==> src/hdl/wht_mem_pkg.sv <==
package wht_mem_pkg;

	// ----------------------------------------------------------------------
	// Controller state
	// ----------------------------------------------------------------------
	// Frame flow is IDLE, SINK, then RD and WAIT_WR_END once per stage,
	// then SOURCE and back to IDLE
	typedef enum logic [2:0] {
		// Waiting for start of packet
		IDLE        = 3'd0,
		// Frame being written into the banks
		SINK        = 3'd1,
		// Butterfly pairs read for the current stage
		RD          = 3'd2,
		// Draining the write-back pipeline
		WAIT_WR_END = 3'd3,
		// Result read out in natural order
		SOURCE      = 3'd4
	} mem_state_e;

	// ----------------------------------------------------------------------
	// Bank layout
	// ----------------------------------------------------------------------
	// Parity of the address bits picks the bank, so the two points of
	// any butterfly always land in different banks
	localparam int NUM_BANKS = 2;

endpackage

==> src/hdl/wht_butterfly_wb.sv <==
`timescale 1ns/1ns

module wht_butterfly_wb #(
	parameter int DATA_W    = 16,
	parameter int LOG_N_MAX = 6
) (
	input  logic                               clk,
	input  logic                               rst_n,
	input  wht_mem_pkg::mem_state_e            state,
	input  logic [2:0]                         size,
	input  logic                               pair_valid,
	input  logic                               lo_bank,
	input  logic [LOG_N_MAX-2:0]               lo_row,
	input  logic [LOG_N_MAX-2:0]               hi_row,
	input  logic signed [DATA_W+LOG_N_MAX-1:0] rd_data_0,
	input  logic signed [DATA_W+LOG_N_MAX-1:0] rd_data_1,
	output logic [1:0]                         wr_en,
	output logic [LOG_N_MAX-2:0]               wr_row_0,
	output logic [LOG_N_MAX-2:0]               wr_row_1,
	output logic signed [DATA_W+LOG_N_MAX-1:0] wr_data_0,
	output logic signed [DATA_W+LOG_N_MAX-1:0] wr_data_1,
	output logic                               wr_end
);
	import wht_mem_pkg::*;

	localparam int RW = LOG_N_MAX - 1;
	localparam int WW = DATA_W + LOG_N_MAX;

	logic                 pv_q;
	logic                 lo_bank_q;
	logic [RW-1:0]        lo_row_q;
	logic [RW-1:0]        hi_row_q;
	logic [RW-1:0]        cnt;
	logic [RW-1:0]        last_cnt;
	logic signed [WW-1:0] lo_word;
	logic signed [WW-1:0] hi_word;

	assign last_cnt = RW'((32'd1 << (size - 3'd1)) - 32'd1);

	// Bank words sorted into lower and upper point
	assign lo_word = lo_bank_q ? rd_data_1 : rd_data_0;
	assign hi_word = lo_bank_q ? rd_data_0 : rd_data_1;

	// Tags one cycle late to meet the bank read data
	always_ff @(posedge clk) begin
		lo_bank_q <= lo_bank;
		lo_row_q  <= lo_row;
		hi_row_q  <= hi_row;
	end

	always_ff @(posedge clk) begin
		if (!rst_n) begin
			pv_q   <= 1'b0;
			cnt    <= '0;
			wr_en  <= '0;
			wr_end <= 1'b0;
		end else begin
			pv_q   <= pair_valid;
			wr_en  <= '0;
			wr_end <= 1'b0;
			if (state == IDLE) begin
				// Dropped frame leaves no stale count
				cnt <= '0;
			end else if (pv_q) begin
				wr_en <= 2'b11;
				cnt   <= cnt + 1'b1;
				if (cnt == last_cnt) begin
					wr_end <= 1'b1;
					cnt    <= '0;
				end
			end
		end
	end

	// Sum back to the lower address, difference to the partner
	always_ff @(posedge clk) begin
		if (pv_q) begin
			if (lo_bank_q) begin
				wr_data_1 <= lo_word + hi_word;
				wr_row_1  <= lo_row_q;
				wr_data_0 <= lo_word - hi_word;
				wr_row_0  <= hi_row_q;
			end else begin
				wr_data_0 <= lo_word + hi_word;
				wr_row_0  <= lo_row_q;
				wr_data_1 <= lo_word - hi_word;
				wr_row_1  <= hi_row_q;
			end
		end
	end

endmodule

==> src/hdl/wht_mem_top.sv <==
`timescale 1ns/1ns

module wht_mem_top #(
	parameter int DATA_W       = 16,
	parameter int LOG_N_MAX    = 6,
	parameter int SINK_TIMEOUT = 32
) (
	input  logic                               clk,
	input  logic                               rst_n,
	input  logic                               in_valid,
	input  logic                               in_sop,
	input  logic [2:0]                         in_size,
	input  logic signed [DATA_W-1:0]           in_data,
	output logic                               sink_ready,
	output logic                               out_valid,
	output logic                               out_sop,
	output logic                               out_eop,
	output logic signed [DATA_W+LOG_N_MAX-1:0] out_data,
	output wht_mem_pkg::mem_state_e            state
);
	import wht_mem_pkg::*;

	localparam int RW = LOG_N_MAX - 1;
	localparam int WW = DATA_W + LOG_N_MAX;

	mem_state_e state_q;
	logic [2:0] size;
	logic [2:0] cnt_stage;
	logic       sop_take;
	logic       sink_end;
	logic       over_time;
	logic       rd_end;
	logic       wr_end;
	logic       source_end;

	// Sink side writes
	logic [1:0]           sk_wr_en;
	logic [RW-1:0]        sk_wr_row;
	logic signed [WW-1:0] sk_wr_data;

	// Stage reads and pair tags
	logic [1:0]    sr_rd_en;
	logic [RW-1:0] sr_rd_row [NUM_BANKS];
	logic          pair_valid;
	logic          lo_bank;
	logic [RW-1:0] lo_row;
	logic [RW-1:0] hi_row;

	// Butterfly write-back
	logic [1:0]           bf_wr_en;
	logic [RW-1:0]        bf_wr_row [NUM_BANKS];
	logic signed [WW-1:0] bf_wr_data [NUM_BANKS];

	// Source reads
	logic [NUM_BANKS-1:0] so_rd_en;
	logic [RW-1:0]        so_rd_row;

	// Bank ports after the multiplexers
	logic                 bank_wr_en [NUM_BANKS];
	logic [RW-1:0]        bank_wr_row [NUM_BANKS];
	logic signed [WW-1:0] bank_wr_data [NUM_BANKS];
	logic                 bank_rd_en [NUM_BANKS];
	logic [RW-1:0]        bank_rd_row [NUM_BANKS];
	logic signed [WW-1:0] bank_rd_data [NUM_BANKS];

	assign sop_take = (state == IDLE) && sink_ready && in_valid && in_sop;

	// ----------------------------------------------------------------------
	// Controller FSM
	// ----------------------------------------------------------------------
	always_ff @(posedge clk) begin
		if (!rst_n) begin
			state      <= IDLE;
			state_q    <= IDLE;
			sink_ready <= 1'b0;
		end else begin
			state_q    <= state;
			sink_ready <= (state == IDLE);
			case (state)
				IDLE: begin
					if (sop_take) state <= SINK;
				end
				SINK: begin
					// Full frame wins over a late timeout
					if (sink_end) state <= RD;
					else if (over_time) state <= IDLE;
				end
				RD: begin
					if (rd_end) state <= WAIT_WR_END;
				end
				WAIT_WR_END: begin
					if (wr_end) state <= (cnt_stage == size - 3'd1) ? SOURCE : RD;
				end
				SOURCE: begin
					if (source_end) state <= IDLE;
				end
				default: state <= IDLE;
			endcase
		end
	end

	// Frame size and stage count
	always_ff @(posedge clk) begin
		if (!rst_n) begin
			size      <= '0;
			cnt_stage <= '0;
		end else begin
			if (sop_take) size <= in_size;
			if (state == IDLE) begin
				cnt_stage <= '0;
			end else if ((state == RD) && (state_q == WAIT_WR_END)) begin
				// Next stage on re-entry into RD
				cnt_stage <= cnt_stage + 3'd1;
			end
		end
	end

	// ----------------------------------------------------------------------
	// Banks with their write and read multiplexers
	// ----------------------------------------------------------------------
	for (genvar b = 0; b < NUM_BANKS; b++) begin : g_bank
		// Registered write mux, sink path only during SINK
		always_ff @(posedge clk) begin
			if (!rst_n) begin
				bank_wr_en[b] <= 1'b0;
			end else begin
				bank_wr_en[b] <= (state == SINK) ? sk_wr_en[b] : bf_wr_en[b];
			end
		end

		always_ff @(posedge clk) begin
			bank_wr_row[b]  <= (state == SINK) ? sk_wr_row : bf_wr_row[b];
			bank_wr_data[b] <= (state == SINK) ? sk_wr_data : bf_wr_data[b];
		end

		// Read mux, stage reader in RD, source reader otherwise
		assign bank_rd_en[b]  = (state == RD) ? sr_rd_en[b] : so_rd_en[b];
		assign bank_rd_row[b] = (state == RD) ? sr_rd_row[b] : so_rd_row;

		wht_ram_bank #(
			.DATA_W    (DATA_W),
			.LOG_N_MAX (LOG_N_MAX)
		) u_bank (
			.clk     (clk),
			.wr_en   (bank_wr_en[b]),
			.wr_row  (bank_wr_row[b]),
			.wr_data (bank_wr_data[b]),
			.rd_en   (bank_rd_en[b]),
			.rd_row  (bank_rd_row[b]),
			.rd_data (bank_rd_data[b])
		);
	end

	// ----------------------------------------------------------------------
	// Sequencers
	// ----------------------------------------------------------------------
	wht_sink_ctrl #(
		.DATA_W       (DATA_W),
		.LOG_N_MAX    (LOG_N_MAX),
		.SINK_TIMEOUT (SINK_TIMEOUT)
	) u_sink (
		.clk       (clk),
		.rst_n     (rst_n),
		.state     (state),
		.size      (size),
		.in_valid  (in_valid),
		.in_sop    (in_sop),
		.in_data   (in_data),
		.wr_en     (sk_wr_en),
		.wr_row    (sk_wr_row),
		.wr_data   (sk_wr_data),
		.sink_end  (sink_end),
		.over_time (over_time)
	);

	wht_stage_rd #(
		.LOG_N_MAX (LOG_N_MAX)
	) u_stage_rd (
		.clk        (clk),
		.rst_n      (rst_n),
		.state      (state),
		.size       (size),
		.cnt_stage  (cnt_stage),
		.rd_en      (sr_rd_en),
		.rd_row_0   (sr_rd_row[0]),
		.rd_row_1   (sr_rd_row[1]),
		.pair_valid (pair_valid),
		.lo_bank    (lo_bank),
		.lo_row     (lo_row),
		.hi_row     (hi_row),
		.rd_end     (rd_end)
	);

	wht_butterfly_wb #(
		.DATA_W    (DATA_W),
		.LOG_N_MAX (LOG_N_MAX)
	) u_butterfly (
		.clk        (clk),
		.rst_n      (rst_n),
		.state      (state),
		.size       (size),
		.pair_valid (pair_valid),
		.lo_bank    (lo_bank),
		.lo_row     (lo_row),
		.hi_row     (hi_row),
		.rd_data_0  (bank_rd_data[0]),
		.rd_data_1  (bank_rd_data[1]),
		.wr_en      (bf_wr_en),
		.wr_row_0   (bf_wr_row[0]),
		.wr_row_1   (bf_wr_row[1]),
		.wr_data_0  (bf_wr_data[0]),
		.wr_data_1  (bf_wr_data[1]),
		.wr_end     (wr_end)
	);

	wht_source_ctrl #(
		.DATA_W    (DATA_W),
		.LOG_N_MAX (LOG_N_MAX)
	) u_source (
		.clk        (clk),
		.rst_n      (rst_n),
		.state      (state),
		.size       (size),
		.rd_data_0  (bank_rd_data[0]),
		.rd_data_1  (bank_rd_data[1]),
		.rd_en      (so_rd_en),
		.rd_row     (so_rd_row),
		.out_valid  (out_valid),
		.out_sop    (out_sop),
		.out_eop    (out_eop),
		.out_data   (out_data),
		.source_end (source_end)
	);

endmodule

==> src/hdl/wht_ram_bank.sv <==
`timescale 1ns/1ns

module wht_ram_bank #(
	parameter int DATA_W    = 16,
	parameter int LOG_N_MAX = 6
) (
	input  logic                               clk,
	input  logic                               wr_en,
	input  logic [LOG_N_MAX-2:0]               wr_row,
	input  logic signed [DATA_W+LOG_N_MAX-1:0] wr_data,
	input  logic                               rd_en,
	input  logic [LOG_N_MAX-2:0]               rd_row,
	output logic signed [DATA_W+LOG_N_MAX-1:0] rd_data
);

	// Half a frame per bank
	localparam int DEPTH = 2 ** (LOG_N_MAX - 1);
	localparam int WW    = DATA_W + LOG_N_MAX;

	logic signed [WW-1:0] mem [DEPTH];

	// Write port
	always_ff @(posedge clk) begin
		if (wr_en) begin
			mem[wr_row] <= wr_data;
		end
	end

	// Registered read, output holds while rd_en is low
	always_ff @(posedge clk) begin
		if (rd_en) begin
			rd_data <= mem[rd_row];
		end
	end

endmodule

==> src/hdl/wht_sink_ctrl.sv <==
`timescale 1ns/1ns

module wht_sink_ctrl #(
	parameter int DATA_W       = 16,
	parameter int LOG_N_MAX    = 6,
	parameter int SINK_TIMEOUT = 32
) (
	input  logic                               clk,
	input  logic                               rst_n,
	input  wht_mem_pkg::mem_state_e            state,
	input  logic [2:0]                         size,
	input  logic                               in_valid,
	input  logic                               in_sop,
	input  logic signed [DATA_W-1:0]           in_data,
	output logic [1:0]                         wr_en,
	output logic [LOG_N_MAX-2:0]               wr_row,
	output logic signed [DATA_W+LOG_N_MAX-1:0] wr_data,
	output logic                               sink_end,
	output logic                               over_time
);
	import wht_mem_pkg::*;

	localparam int AW = LOG_N_MAX;
	localparam int WW = DATA_W + LOG_N_MAX;
	localparam int TW = $clog2(SINK_TIMEOUT + 1);

	logic          ready_q;
	logic [AW-1:0] cnt;
	logic [AW-1:0] addr;
	logic [AW-1:0] last_addr;
	logic [TW-1:0] gap;
	logic          take_sop;
	logic          take;

	// Start of packet only while the ready flag is shown
	assign take_sop  = (state == IDLE) && ready_q && in_valid && in_sop;
	// No more samples once the last one has been taken
	assign take      = take_sop || ((state == SINK) && in_valid && !sink_end);
	assign addr      = take_sop ? '0 : cnt;
	assign last_addr = AW'((32'd1 << size) - 32'd1);

	// ----------------------------------------------------------------------
	// Sample counter and bank write enables
	// ----------------------------------------------------------------------
	always_ff @(posedge clk) begin
		if (!rst_n) begin
			ready_q  <= 1'b0;
			cnt      <= '0;
			wr_en    <= '0;
			sink_end <= 1'b0;
		end else begin
			// Same timing as sink_ready at the top
			ready_q  <= (state == IDLE);
			wr_en    <= '0;
			sink_end <= 1'b0;
			if (take) begin
				// Parity bank only
				wr_en[^addr] <= 1'b1;
				cnt          <= addr + 1'b1;
				sink_end     <= (state == SINK) && (addr == last_addr);
			end
		end
	end

	// Row drops the lowest address bit, sample sign-extended to word width
	always_ff @(posedge clk) begin
		if (take) begin
			wr_row  <= addr[AW-1:1];
			wr_data <= WW'(in_data);
		end
	end

	// ----------------------------------------------------------------------
	// Gap counter for the sink timeout
	// ----------------------------------------------------------------------
	always_ff @(posedge clk) begin
		if (!rst_n) begin
			gap       <= '0;
			over_time <= 1'b0;
		end else begin
			if ((state != SINK) || in_valid) begin
				gap <= '0;
			end else begin
				gap <= gap + 1'b1;
			end
			over_time <= (state == SINK) && !in_valid && (gap == TW'(SINK_TIMEOUT - 1));
		end
	end

endmodule

==> src/hdl/wht_source_ctrl.sv <==
`timescale 1ns/1ns

module wht_source_ctrl #(
	parameter int DATA_W    = 16,
	parameter int LOG_N_MAX = 6
) (
	input  logic                                clk,
	input  logic                                rst_n,
	input  wht_mem_pkg::mem_state_e             state,
	input  logic [2:0]                          size,
	input  logic signed [DATA_W+LOG_N_MAX-1:0]  rd_data_0,
	input  logic signed [DATA_W+LOG_N_MAX-1:0]  rd_data_1,
	output logic [wht_mem_pkg::NUM_BANKS-1:0]   rd_en,
	output logic [LOG_N_MAX-2:0]                rd_row,
	output logic                                out_valid,
	output logic                                out_sop,
	output logic                                out_eop,
	output logic signed [DATA_W+LOG_N_MAX-1:0]  out_data,
	output logic                                source_end
);
	import wht_mem_pkg::*;

	localparam int AW = LOG_N_MAX;

	logic [AW-1:0] addr;
	logic [AW-1:0] last_addr;
	logic          done;
	logic          first_q;
	logic          issue;
	logic          vld_d;
	logic          sel_d;
	logic          sop_d;
	logic          eop_d;

	assign last_addr = AW'((32'd1 << size) - 32'd1);
	assign issue     = (state == SOURCE) && !done;

	// ----------------------------------------------------------------------
	// Address walk, one read per cycle
	// ----------------------------------------------------------------------
	always_ff @(posedge clk) begin
		if (!rst_n) begin
			addr       <= '0;
			done       <= 1'b0;
			rd_en      <= '0;
			first_q    <= 1'b0;
			source_end <= 1'b0;
			vld_d      <= 1'b0;
			sop_d      <= 1'b0;
			eop_d      <= 1'b0;
			out_valid  <= 1'b0;
			out_sop    <= 1'b0;
			out_eop    <= 1'b0;
		end else begin
			rd_en      <= '0;
			first_q    <= 1'b0;
			source_end <= 1'b0;
			if (state != SOURCE) begin
				addr <= '0;
				done <= 1'b0;
			end else if (issue) begin
				// Only the parity bank
				rd_en[^addr] <= 1'b1;
				first_q      <= (addr == '0);
				addr         <= addr + 1'b1;
				if (addr == last_addr) begin
					source_end <= 1'b1;
					done       <= 1'b1;
				end
			end
			// Flags ride beside the bank read
			vld_d     <= |rd_en;
			sop_d     <= first_q;
			eop_d     <= source_end;
			// Output stage
			out_valid <= vld_d;
			out_sop   <= sop_d;
			out_eop   <= eop_d;
		end
	end

	always_ff @(posedge clk) begin
		if (issue) begin
			rd_row <= addr[AW-1:1];
		end
	end

	// Pick the bank that was read last cycle
	always_ff @(posedge clk) begin
		sel_d <= rd_en[1];
		if (vld_d) begin
			out_data <= sel_d ? rd_data_1 : rd_data_0;
		end
	end

endmodule

==> src/hdl/wht_stage_rd.sv <==
`timescale 1ns/1ns

module wht_stage_rd #(
	parameter int LOG_N_MAX = 6
) (
	input  logic                    clk,
	input  logic                    rst_n,
	input  wht_mem_pkg::mem_state_e state,
	input  logic [2:0]              size,
	input  logic [2:0]              cnt_stage,
	output logic [1:0]              rd_en,
	output logic [LOG_N_MAX-2:0]    rd_row_0,
	output logic [LOG_N_MAX-2:0]    rd_row_1,
	output logic                    pair_valid,
	output logic                    lo_bank,
	output logic [LOG_N_MAX-2:0]    lo_row,
	output logic [LOG_N_MAX-2:0]    hi_row,
	output logic                    rd_end
);
	import wht_mem_pkg::*;

	localparam int AW = LOG_N_MAX;
	localparam int RW = LOG_N_MAX - 1;

	logic [RW-1:0] idx;
	logic [RW-1:0] last_idx;
	logic          armed;
	logic          done;
	logic          issue;
	logic [AW-1:0] pair;
	logic [AW-1:0] low_mask;
	logic [AW-1:0] lo_addr;
	logic [AW-1:0] hi_addr;
	logic          lo_par;

	// Half a frame of pairs per stage
	assign last_idx = RW'((32'd1 << (size - 3'd1)) - 32'd1);
	// First RD cycle skipped so the stage count has settled
	assign issue    = (state == RD) && armed && !done;

	// ----------------------------------------------------------------------
	// Pair addressing
	// ----------------------------------------------------------------------
	// Zero inserted at bit cnt_stage gives the lower point
	assign pair     = AW'(idx);
	assign low_mask = (AW'(1) << cnt_stage) - AW'(1);
	assign lo_addr  = ((pair & ~low_mask) << 1) | (pair & low_mask);
	// Partner has that bit set
	assign hi_addr  = lo_addr | (AW'(1) << cnt_stage);
	assign lo_par   = ^lo_addr;

	always_ff @(posedge clk) begin
		if (!rst_n) begin
			idx        <= '0;
			armed      <= 1'b0;
			done       <= 1'b0;
			rd_en      <= '0;
			pair_valid <= 1'b0;
			rd_end     <= 1'b0;
		end else begin
			rd_en      <= '0;
			pair_valid <= 1'b0;
			rd_end     <= 1'b0;
			if (state != RD) begin
				// Restart on every entry into RD
				idx   <= '0;
				armed <= 1'b0;
				done  <= 1'b0;
			end else begin
				armed <= 1'b1;
				if (issue) begin
					// Both banks read every cycle
					rd_en      <= 2'b11;
					pair_valid <= 1'b1;
					idx        <= idx + 1'b1;
					if (idx == last_idx) begin
						rd_end <= 1'b1;
						done   <= 1'b1;
					end
				end
			end
		end
	end

	// Rows to their banks, tags for the write-back side
	always_ff @(posedge clk) begin
		if (issue) begin
			rd_row_0 <= lo_par ? hi_addr[AW-1:1] : lo_addr[AW-1:1];
			rd_row_1 <= lo_par ? lo_addr[AW-1:1] : hi_addr[AW-1:1];
			lo_bank  <= lo_par;
			lo_row   <= lo_addr[AW-1:1];
			hi_row   <= hi_addr[AW-1:1];
		end
	end

endmodule

==> config.mk <==
export PLATFORM = sky130hd
export DESIGN_NAME = wht_mem_top
export DESIGN_NICKNAME = d
export VERILOG_FILES = /design/src/hdl/wht_mem_pkg.sv /design/src/hdl/wht_butterfly_wb.sv /design/src/hdl/wht_mem_top.sv /design/src/hdl/wht_ram_bank.sv /design/src/hdl/wht_sink_ctrl.sv /design/src/hdl/wht_source_ctrl.sv /design/src/hdl/wht_stage_rd.sv
export SDC_FILE = /design/constraint.sdc
export NUM_CORES = 2
export LEC_CHECK = 0
export ABC_AREA = 1
export ABC_CLOCK_PERIOD_IN_PS = 3300
export BUFFER_PORTS_ARGS = -buffer_cell sky130_fd_sc_hd__buf_2
export CORE_MARGIN = 2
export CORE_UTILIZATION = 35
export CTS_CLUSTER_SIZE = 40
export DETAILED_ROUTE_END_ITERATION = 16
export MAX_ROUTING_LAYER = met4
export SYNTH_ARGS = -nofsm -noshare
export SYNTH_HDL_FRONTEND = slang
export SYNTH_SLANG_ARGS = --single-unit
==> constraint.sdc <==
create_clock -name clk -period 3.3 [get_ports clk]
set_input_delay 0.495 -clock clk [delete_from_list [all_inputs] [get_ports clk]]
set_output_delay 0.495 -clock clk [all_outputs]
set_load 0.01 [all_outputs]
Word-level counts from Yosys, hierarchy flattened
Memory sizes are Yosys's and may differ from the RTL's. A register that Yosys moved wholly into a read port is not among the register bits.
Index checks and enable logic that the tools add are counted.
{"block": "word_totals", "ram_bits": 1464, "output_inout_bits": 29, "ff_bits": 201, "n_memories": 5}
{"block": "classes", "shift": 3, "reduce_logical": 37, "magnitude_cmp": 4, "n_mux": 48, "add_sub_neg": 12, "eq_ne": 19, "bitwise": 11}
{"name": "g_bank[0].u_bank.mem", "depth": 32, "word_bits": 22, "rd": 1, "rd_clocked_by_memory_dff": 1, "wr": 1, "line": "wht_ram_bank.sv:20", "text": "logic signed [WW-1:0] mem [DEPTH];"}
{"name": "g_bank[1].u_bank.mem", "depth": 32, "word_bits": 22, "rd": 1, "rd_clocked_by_memory_dff": 1, "wr": 1, "line": "wht_ram_bank.sv:20"}
{"name": "bank_wr_data", "depth": 2, "word_bits": 22, "rd": 2, "rd_clocked_by_memory_dff": 0, "wr": 2, "line": "wht_mem_top.sv:61", "text": "logic signed [WW-1:0] bank_wr_data [NUM_BANKS];"}
{"name": "bank_wr_row", "depth": 2, "word_bits": 5, "rd": 2, "rd_clocked_by_memory_dff": 0, "wr": 2, "line": "wht_mem_top.sv:60", "text": "logic [RW-1:0] bank_wr_row [NUM_BANKS];"}
{"name": "bank_wr_en", "depth": 2, "word_bits": 1, "rd": 2, "rd_clocked_by_memory_dff": 0, "wr": 2, "line": "wht_mem_top.sv:59", "text": "logic bank_wr_en [NUM_BANKS];"}
{"op": "$mux W22", "n": 7}
{"op": "$mux W5", "n": 9}
{"op": "$add A22 B22 Y22", "n": 1}
{"op": "$sub A22 B22 Y22", "n": 1}
{"op": "$mux W3", "n": 7}
{"op": "$mux W1", "n": 19}
{"op": "$add A6 B1 Y6 const B", "n": 3}
{"op": "$reduce_xor A6 Y1", "n": 3}
{"op": "$pmux W3 S5", "n": 1}
{"op": "$logic_and A1 B1 Y1", "n": 14}
{"op": "$eq A6 B6 Y1", "n": 2}
{"op": "$or A6 B6 Y6", "n": 2}
{"op": "$shl A1 B3 Y6 const A", "n": 2}
{"op": "$add A5 B1 Y5 const B", "n": 2}
{"op": "$eq A5 B5 Y1", "n": 2}
{"op": "$reduce_or A2 Y1", "n": 5}
{"op": "$eq A3 B2 Y1 const B", "n": 3}
{"op": "$reduce_or A3 Y1", "n": 3}
{"op": "$ne A2 B1 Y1 const B", "n": 4}
{"op": "$and A5 B6 Y6", "n": 1}
{"op": "$eq A6 B5 Y1 const B", "n": 1}
{"op": "$logic_not A6 Y1", "n": 1}
{"op": "$mux W6", "n": 1}
{"op": "$ne A3 B1 Y1 const B", "n": 2}
{"op": "24 further kinds", "n": 38}

Logic depth before layout (Yosys ltp)
{"block": "logic_depth", "word_depth": 10, "mapped_depth": 17}

Cells and area by module
From an unflattened synthesis, not the netlist that was laid out.
{"block": "hier_totals", "hier_cells": 6772, "area_unflattened_um2": 72350.6}
{"mod": "wht_ram_bank", "seq_area_each_um2": 21800.9, "cells_per_inst": 2446, "instances": 2, "area_each_um2": 29120.4}
{"mod": "wht_butterfly_wb", "seq_area_each_um2": 1971.9, "cells_per_inst": 1000, "instances": 1, "area_each_um2": 6463.7}
{"mod": "wht_mem_top", "seq_area_each_um2": 1381.3, "cells_per_inst": 350, "instances": 1, "area_each_um2": 2562.5}
{"mod": "wht_source_ctrl", "seq_area_each_um2": 1171.1, "cells_per_inst": 167, "instances": 1, "area_each_um2": 1923.1}
{"mod": "wht_sink_ctrl", "seq_area_each_um2": 970.9, "cells_per_inst": 177, "instances": 1, "area_each_um2": 1621.6}
{"mod": "wht_stage_rd", "seq_area_each_um2": 810.8, "cells_per_inst": 186, "instances": 1, "area_each_um2": 1539.0}

Least setup slack after synthesis
No wires, ideal clock.
{"block": "synth_path", "kind": "register -> register", "from": "register state[0]", "to": "register g_bank[0].u_bank.rd_data[0], read port of g_bank[0].u_bank.mem (enable)", "stages_incl_launch_ff": 5, "t_arrival_ps": 2255, "setup_slack_ps": 613, "path_buffers": 0, "cell_sequence": "dfxtp_1 > nor2_2 > nand2_2 > inv_2 > o21ai_0"}
{"block": "synth_via", "elab_chain_cells": 2, "word_cells_on_any_way": 3}
{"element": "start, declared", "line": "wht_mem_top.sv:19", "text": "output wht_mem_pkg::mem_state_e state"}
{"element": "start signal, assigned", "line": "wht_mem_top.sv:92", "text": "if (wr_end) state <= (cnt_stage == size - 3'd1) ? SOURCE : RD;"}
{"element": "$eq A3 B2 Y1", "line": "wht_mem_top.sv:137", "text": "assign bank_rd_en[b] = (state == RD) ? sr_rd_en[b] : so_rd_en[b];"}
{"element": "$mux W1", "line": "wht_mem_top.sv:137"}
{"element": "net g_bank[0].u_bank.rd_en", "line": "wht_ram_bank.sv:11", "text": "input logic rd_en,"}
{"element": "end, declared", "line": "wht_ram_bank.sv:13", "text": "output logic signed [DATA_W+LOG_N_MAX-1:0] rd_data"}
The timed path passes the listed nets, and every way through them passes these cells.
A chain may end at the register's enable or synchronous reset.

Worst setup path in the final report
{"block": "layout_path", "from": "register state[0]", "to": "register g_bank[1].u_bank.rd_data[9], read port of g_bank[1].u_bank.mem (data pin)"}
{"block": "layout_via", "elab_chain_cells": 2, "word_cells_on_any_way": 3}
{"element": "$eq A3 B2 Y1 (*)", "line": "wht_mem_top.sv:137, wht_mem_top.sv:138"}
{"element": "$mux W5 / $mux W1 (equally long branches)", "line": "wht_mem_top.sv:138, wht_mem_top.sv:137"}
{"element": "end, declared", "line": "wht_ram_bank.sv:13"}
Mark *: on every way between the ends. The rest lies on a longest branch, timed or not.

==> metrics.txt <==
chip height 460.5 microns; YS warnings 0; Required @ worst endpoint 4000 ps; EDFF count, synth 1,574; fin util 0.4025; hold path depth 3; Clock Latency Late Sink 850 ps; Crit. End Element flop; crit-path max FO 24; Max-Slew Margin vs Limit 0.1956; post-synthesis register bit count 1,704; placed insts 9,293; Mapped Cells 6,604; RSZ-0062 raised after global routing no; layout cells sized above 1 0.08803; IO Port Bufs 51; clk buf depth 3; Worst Setup SP state[0]; TNS Setup 0 ps; Reg clk slew, reported paths 60 ps; max cap viols 0; io pins 52; Netlist cell types 49; R2R depth 11; Leak Pwr 32.37 nW; initial drt markers 4,666; Slew @ Worst Pin 1205 ps; Avg WL per Cell 21.10 microns; most frequent cells in the layout edfxtp_1 (1,574), nand2_1 (1,568), inv_1 (1,041); Global Route Usage Sum 0.1950; Die Area 0.2121 sq mm; first-pass GRT wire length 299,900 microns; max-slew violations 0; nets 6,771; CP Class flop to flop; clock sinks 1,704; largest net degree at the start of global routing 143; total clock buffers created by CTS 178; PD cells 712.8 mW/mm^2; hpwl dp 122,000 microns; Hold Crit Start in_size[1]; vias in the first global route 45,882; maximum VDD drop 487.5 uV; DRC viols 0; Post-CTS Setup Repair Bufs 0; Place WS 86.31 ps; starting density of the core 0.3523; drt first pass iters 5; Most used DFF post-synth edfxtp_1; Synth Area per Inst 11.05 sq um; fin crit period 3125 ps; Hold WC Path Type primary input to flop; outcome finished, final reports clean; Syn Std Cell Area 0.07295 sq mm; FF-to-FF setup slack 170 ps; final worst setup slack 174.8 ps; clock skew 66.32 ps; fin crit share 0.9470; Root Buffer clkbuf_16; Post-Route WL 203,400 microns; RR Endpoint g_bank[1].u_bank.rd_data[9]; Setup violations, final 0; initial antenna violation count 6; ys async rst share 0; Via Count 48,302; Routability Congestion 0.9211; antenna viol nets, final 0; CTS tree yes; Max Freq 320.0 MHz; reg2reg start state[0]; Critical Path AT 3820 ps; Rows 167; area grow syn2layout 14.26%; endpoints failing hold 0; sequential-to-total area share from yosys stat 0.6836; Vias/cell 5.011; grt ovf 0; H-tree Lvls 4; fillers 19,505; Layout Cells excl Fill 9,640; Worst Hold Endpoint size[1]; commonest non-fill, non-tap cell in the layout edfxtp_1; Chip Width 460.5 microns; area of the core 0.2071 sq mm; Syn Nets 6,672; startpoint types flop
-- report_power, final --
part | leakage (nW) | switching (W) | internal, W | total, W
logic | 14.3 | 0.00966 | 0.00374 | 0.0134
registers | 15.3 | 0.000781 | 0.0253 | 0.0261
clock network | 2.80 | 0.00867 | 0.0113 | 0.0199
-- metrics by stage --
stage,total power (W),hold WS [ps],cell area [sq um]
after floorplan,0.03457,323.3,72950
after global placement,0.03962,330.2,77310
after detailed placement,0.03981,330.7,77310
after CTS,0.05971,25.57,83270
after global routing,0.06191,81.44,83340
final,0.05941,31.64,83350
-- sequential cells by signal (all words and copies together), names as in the netlist, 6 cells and up --
name and count:
g_bank.u_bank.mem 1408, u_source.addr 6, u_source.out_data 22, bank_wr_row 10
u_sink.cnt 6, u_sink.gap 6, u_butterfly.wr_data_1 22, u_butterfly.wr_data_0 21
u_sink.wr_data 16, g_bank.u_bank.rd_data 44, bank_wr_data 43
-- timing repair --
action	in CTS	in global routing
gates resized for setup	0	9
endpoints found under the hold margin	16	0
hold buffers	16	0
setup endpoints to repair	0	2
-- kinds of logic (layout without fill, tap and decap cells) --
logic type               after synthesis  after routing  synth area share
multiplexers                           1              1         0.0001544
buffers and inverters               1397           1643           0.07578
AO/OA/AOI/OAI                        783            783           0.07545
AND/OR/NAND/NOR                     2625           2625            0.1513
adder cells (fa/ha/maj)               45             45          0.007821
flip-flops                          1704           1704            0.6836
XOR/XNOR                              49             49          0.005883
other                                  0              2                 0
-- layer usage --
metal	global-route usage	part of all wire	up-vias
li1	-	-	22841
met1	0.2532	0.42	23546
met2	0.3104	0.48	1579
met3	0.02813	0.066	336
met4	0.07262	0.038	0
met5	-	0	-
-- critical path: stages (launching register included) --
cell and delay, ps:
dfxtp_1 420, nor2_2 70, nand2_2 270, inv_2 150, or2_1 320, o21ai_4 150
buf_4 440, buf_4 510, nand3_1 130, nand2_1 170, nand2_1 210, nand2_1 120
-- cell type report --
cell class	count	area, sq um	area share
Sequential cell	1704	49870	0.5984
Multi-Input combinational cell	3503	17790	0.2135
Clock buffer	233	4782	0.05738
Inverter	1058	3991	0.04789
Tap cell	2788	3488	0.04185
Timing Repair Buffer	258	2400	0.02879
Clock inverter	94	1012	0.01214
Antenna cell	2	5.005	0.00006005
-- worst max-delay path by stage --
stage	to	slack, ps	cells past startpoint
2_1_floorplan	g_bank[0].u_bank.rd_data[0]	610	4
3_3_place_gp	g_bank[1].u_bank.rd_data[9]	150	13
3_5_place_dp	g_bank[1].u_bank.rd_data[9]	90	13
4_1_cts	g_bank[1].u_bank.rd_data[9]	50	13
5_1_grt	g_bank[1].u_bank.rd_data[9]	20	11
6_report	g_bank[1].u_bank.rd_data[9]	170	11
-- cells in the mapped netlist, drive strengths merged (2+ instances only) --
cell type | count | area (sq um)
o22ai | 3 | 25.02
xor2 | 39 | 341.6
a211oi | 3 | 22.52
o21bai | 16 | 120.1
o211ai | 575 | 4317
nor2 | 170 | 645.6
ha | 44 | 550.5
o21a | 3 | 22.52
nand3b | 2 | 15.01
a21boi | 4 | 30.03
nand4 | 18 | 112.6
or2 | 6 | 37.53
o31ai | 2 | 15.01
a21o | 4 | 30.03
nor3b | 2 | 15.01
nand3 | 831 | 4174
a21oi | 54 | 270.3
nor4 | 6 | 37.54
o21ai | 112 | 594.3
edfxtp | 1574 | 47270
buf | 231 | 1151
nand2 | 1572 | 5908
a31oi | 2 | 12.51
clkbuf | 108 | 405.4
xnor2 | 10 | 87.58
dfxtp | 130 | 2603
inv | 1057 | 3968
nor3 | 17 | 85.08
(Power assumes the default switching activity.)
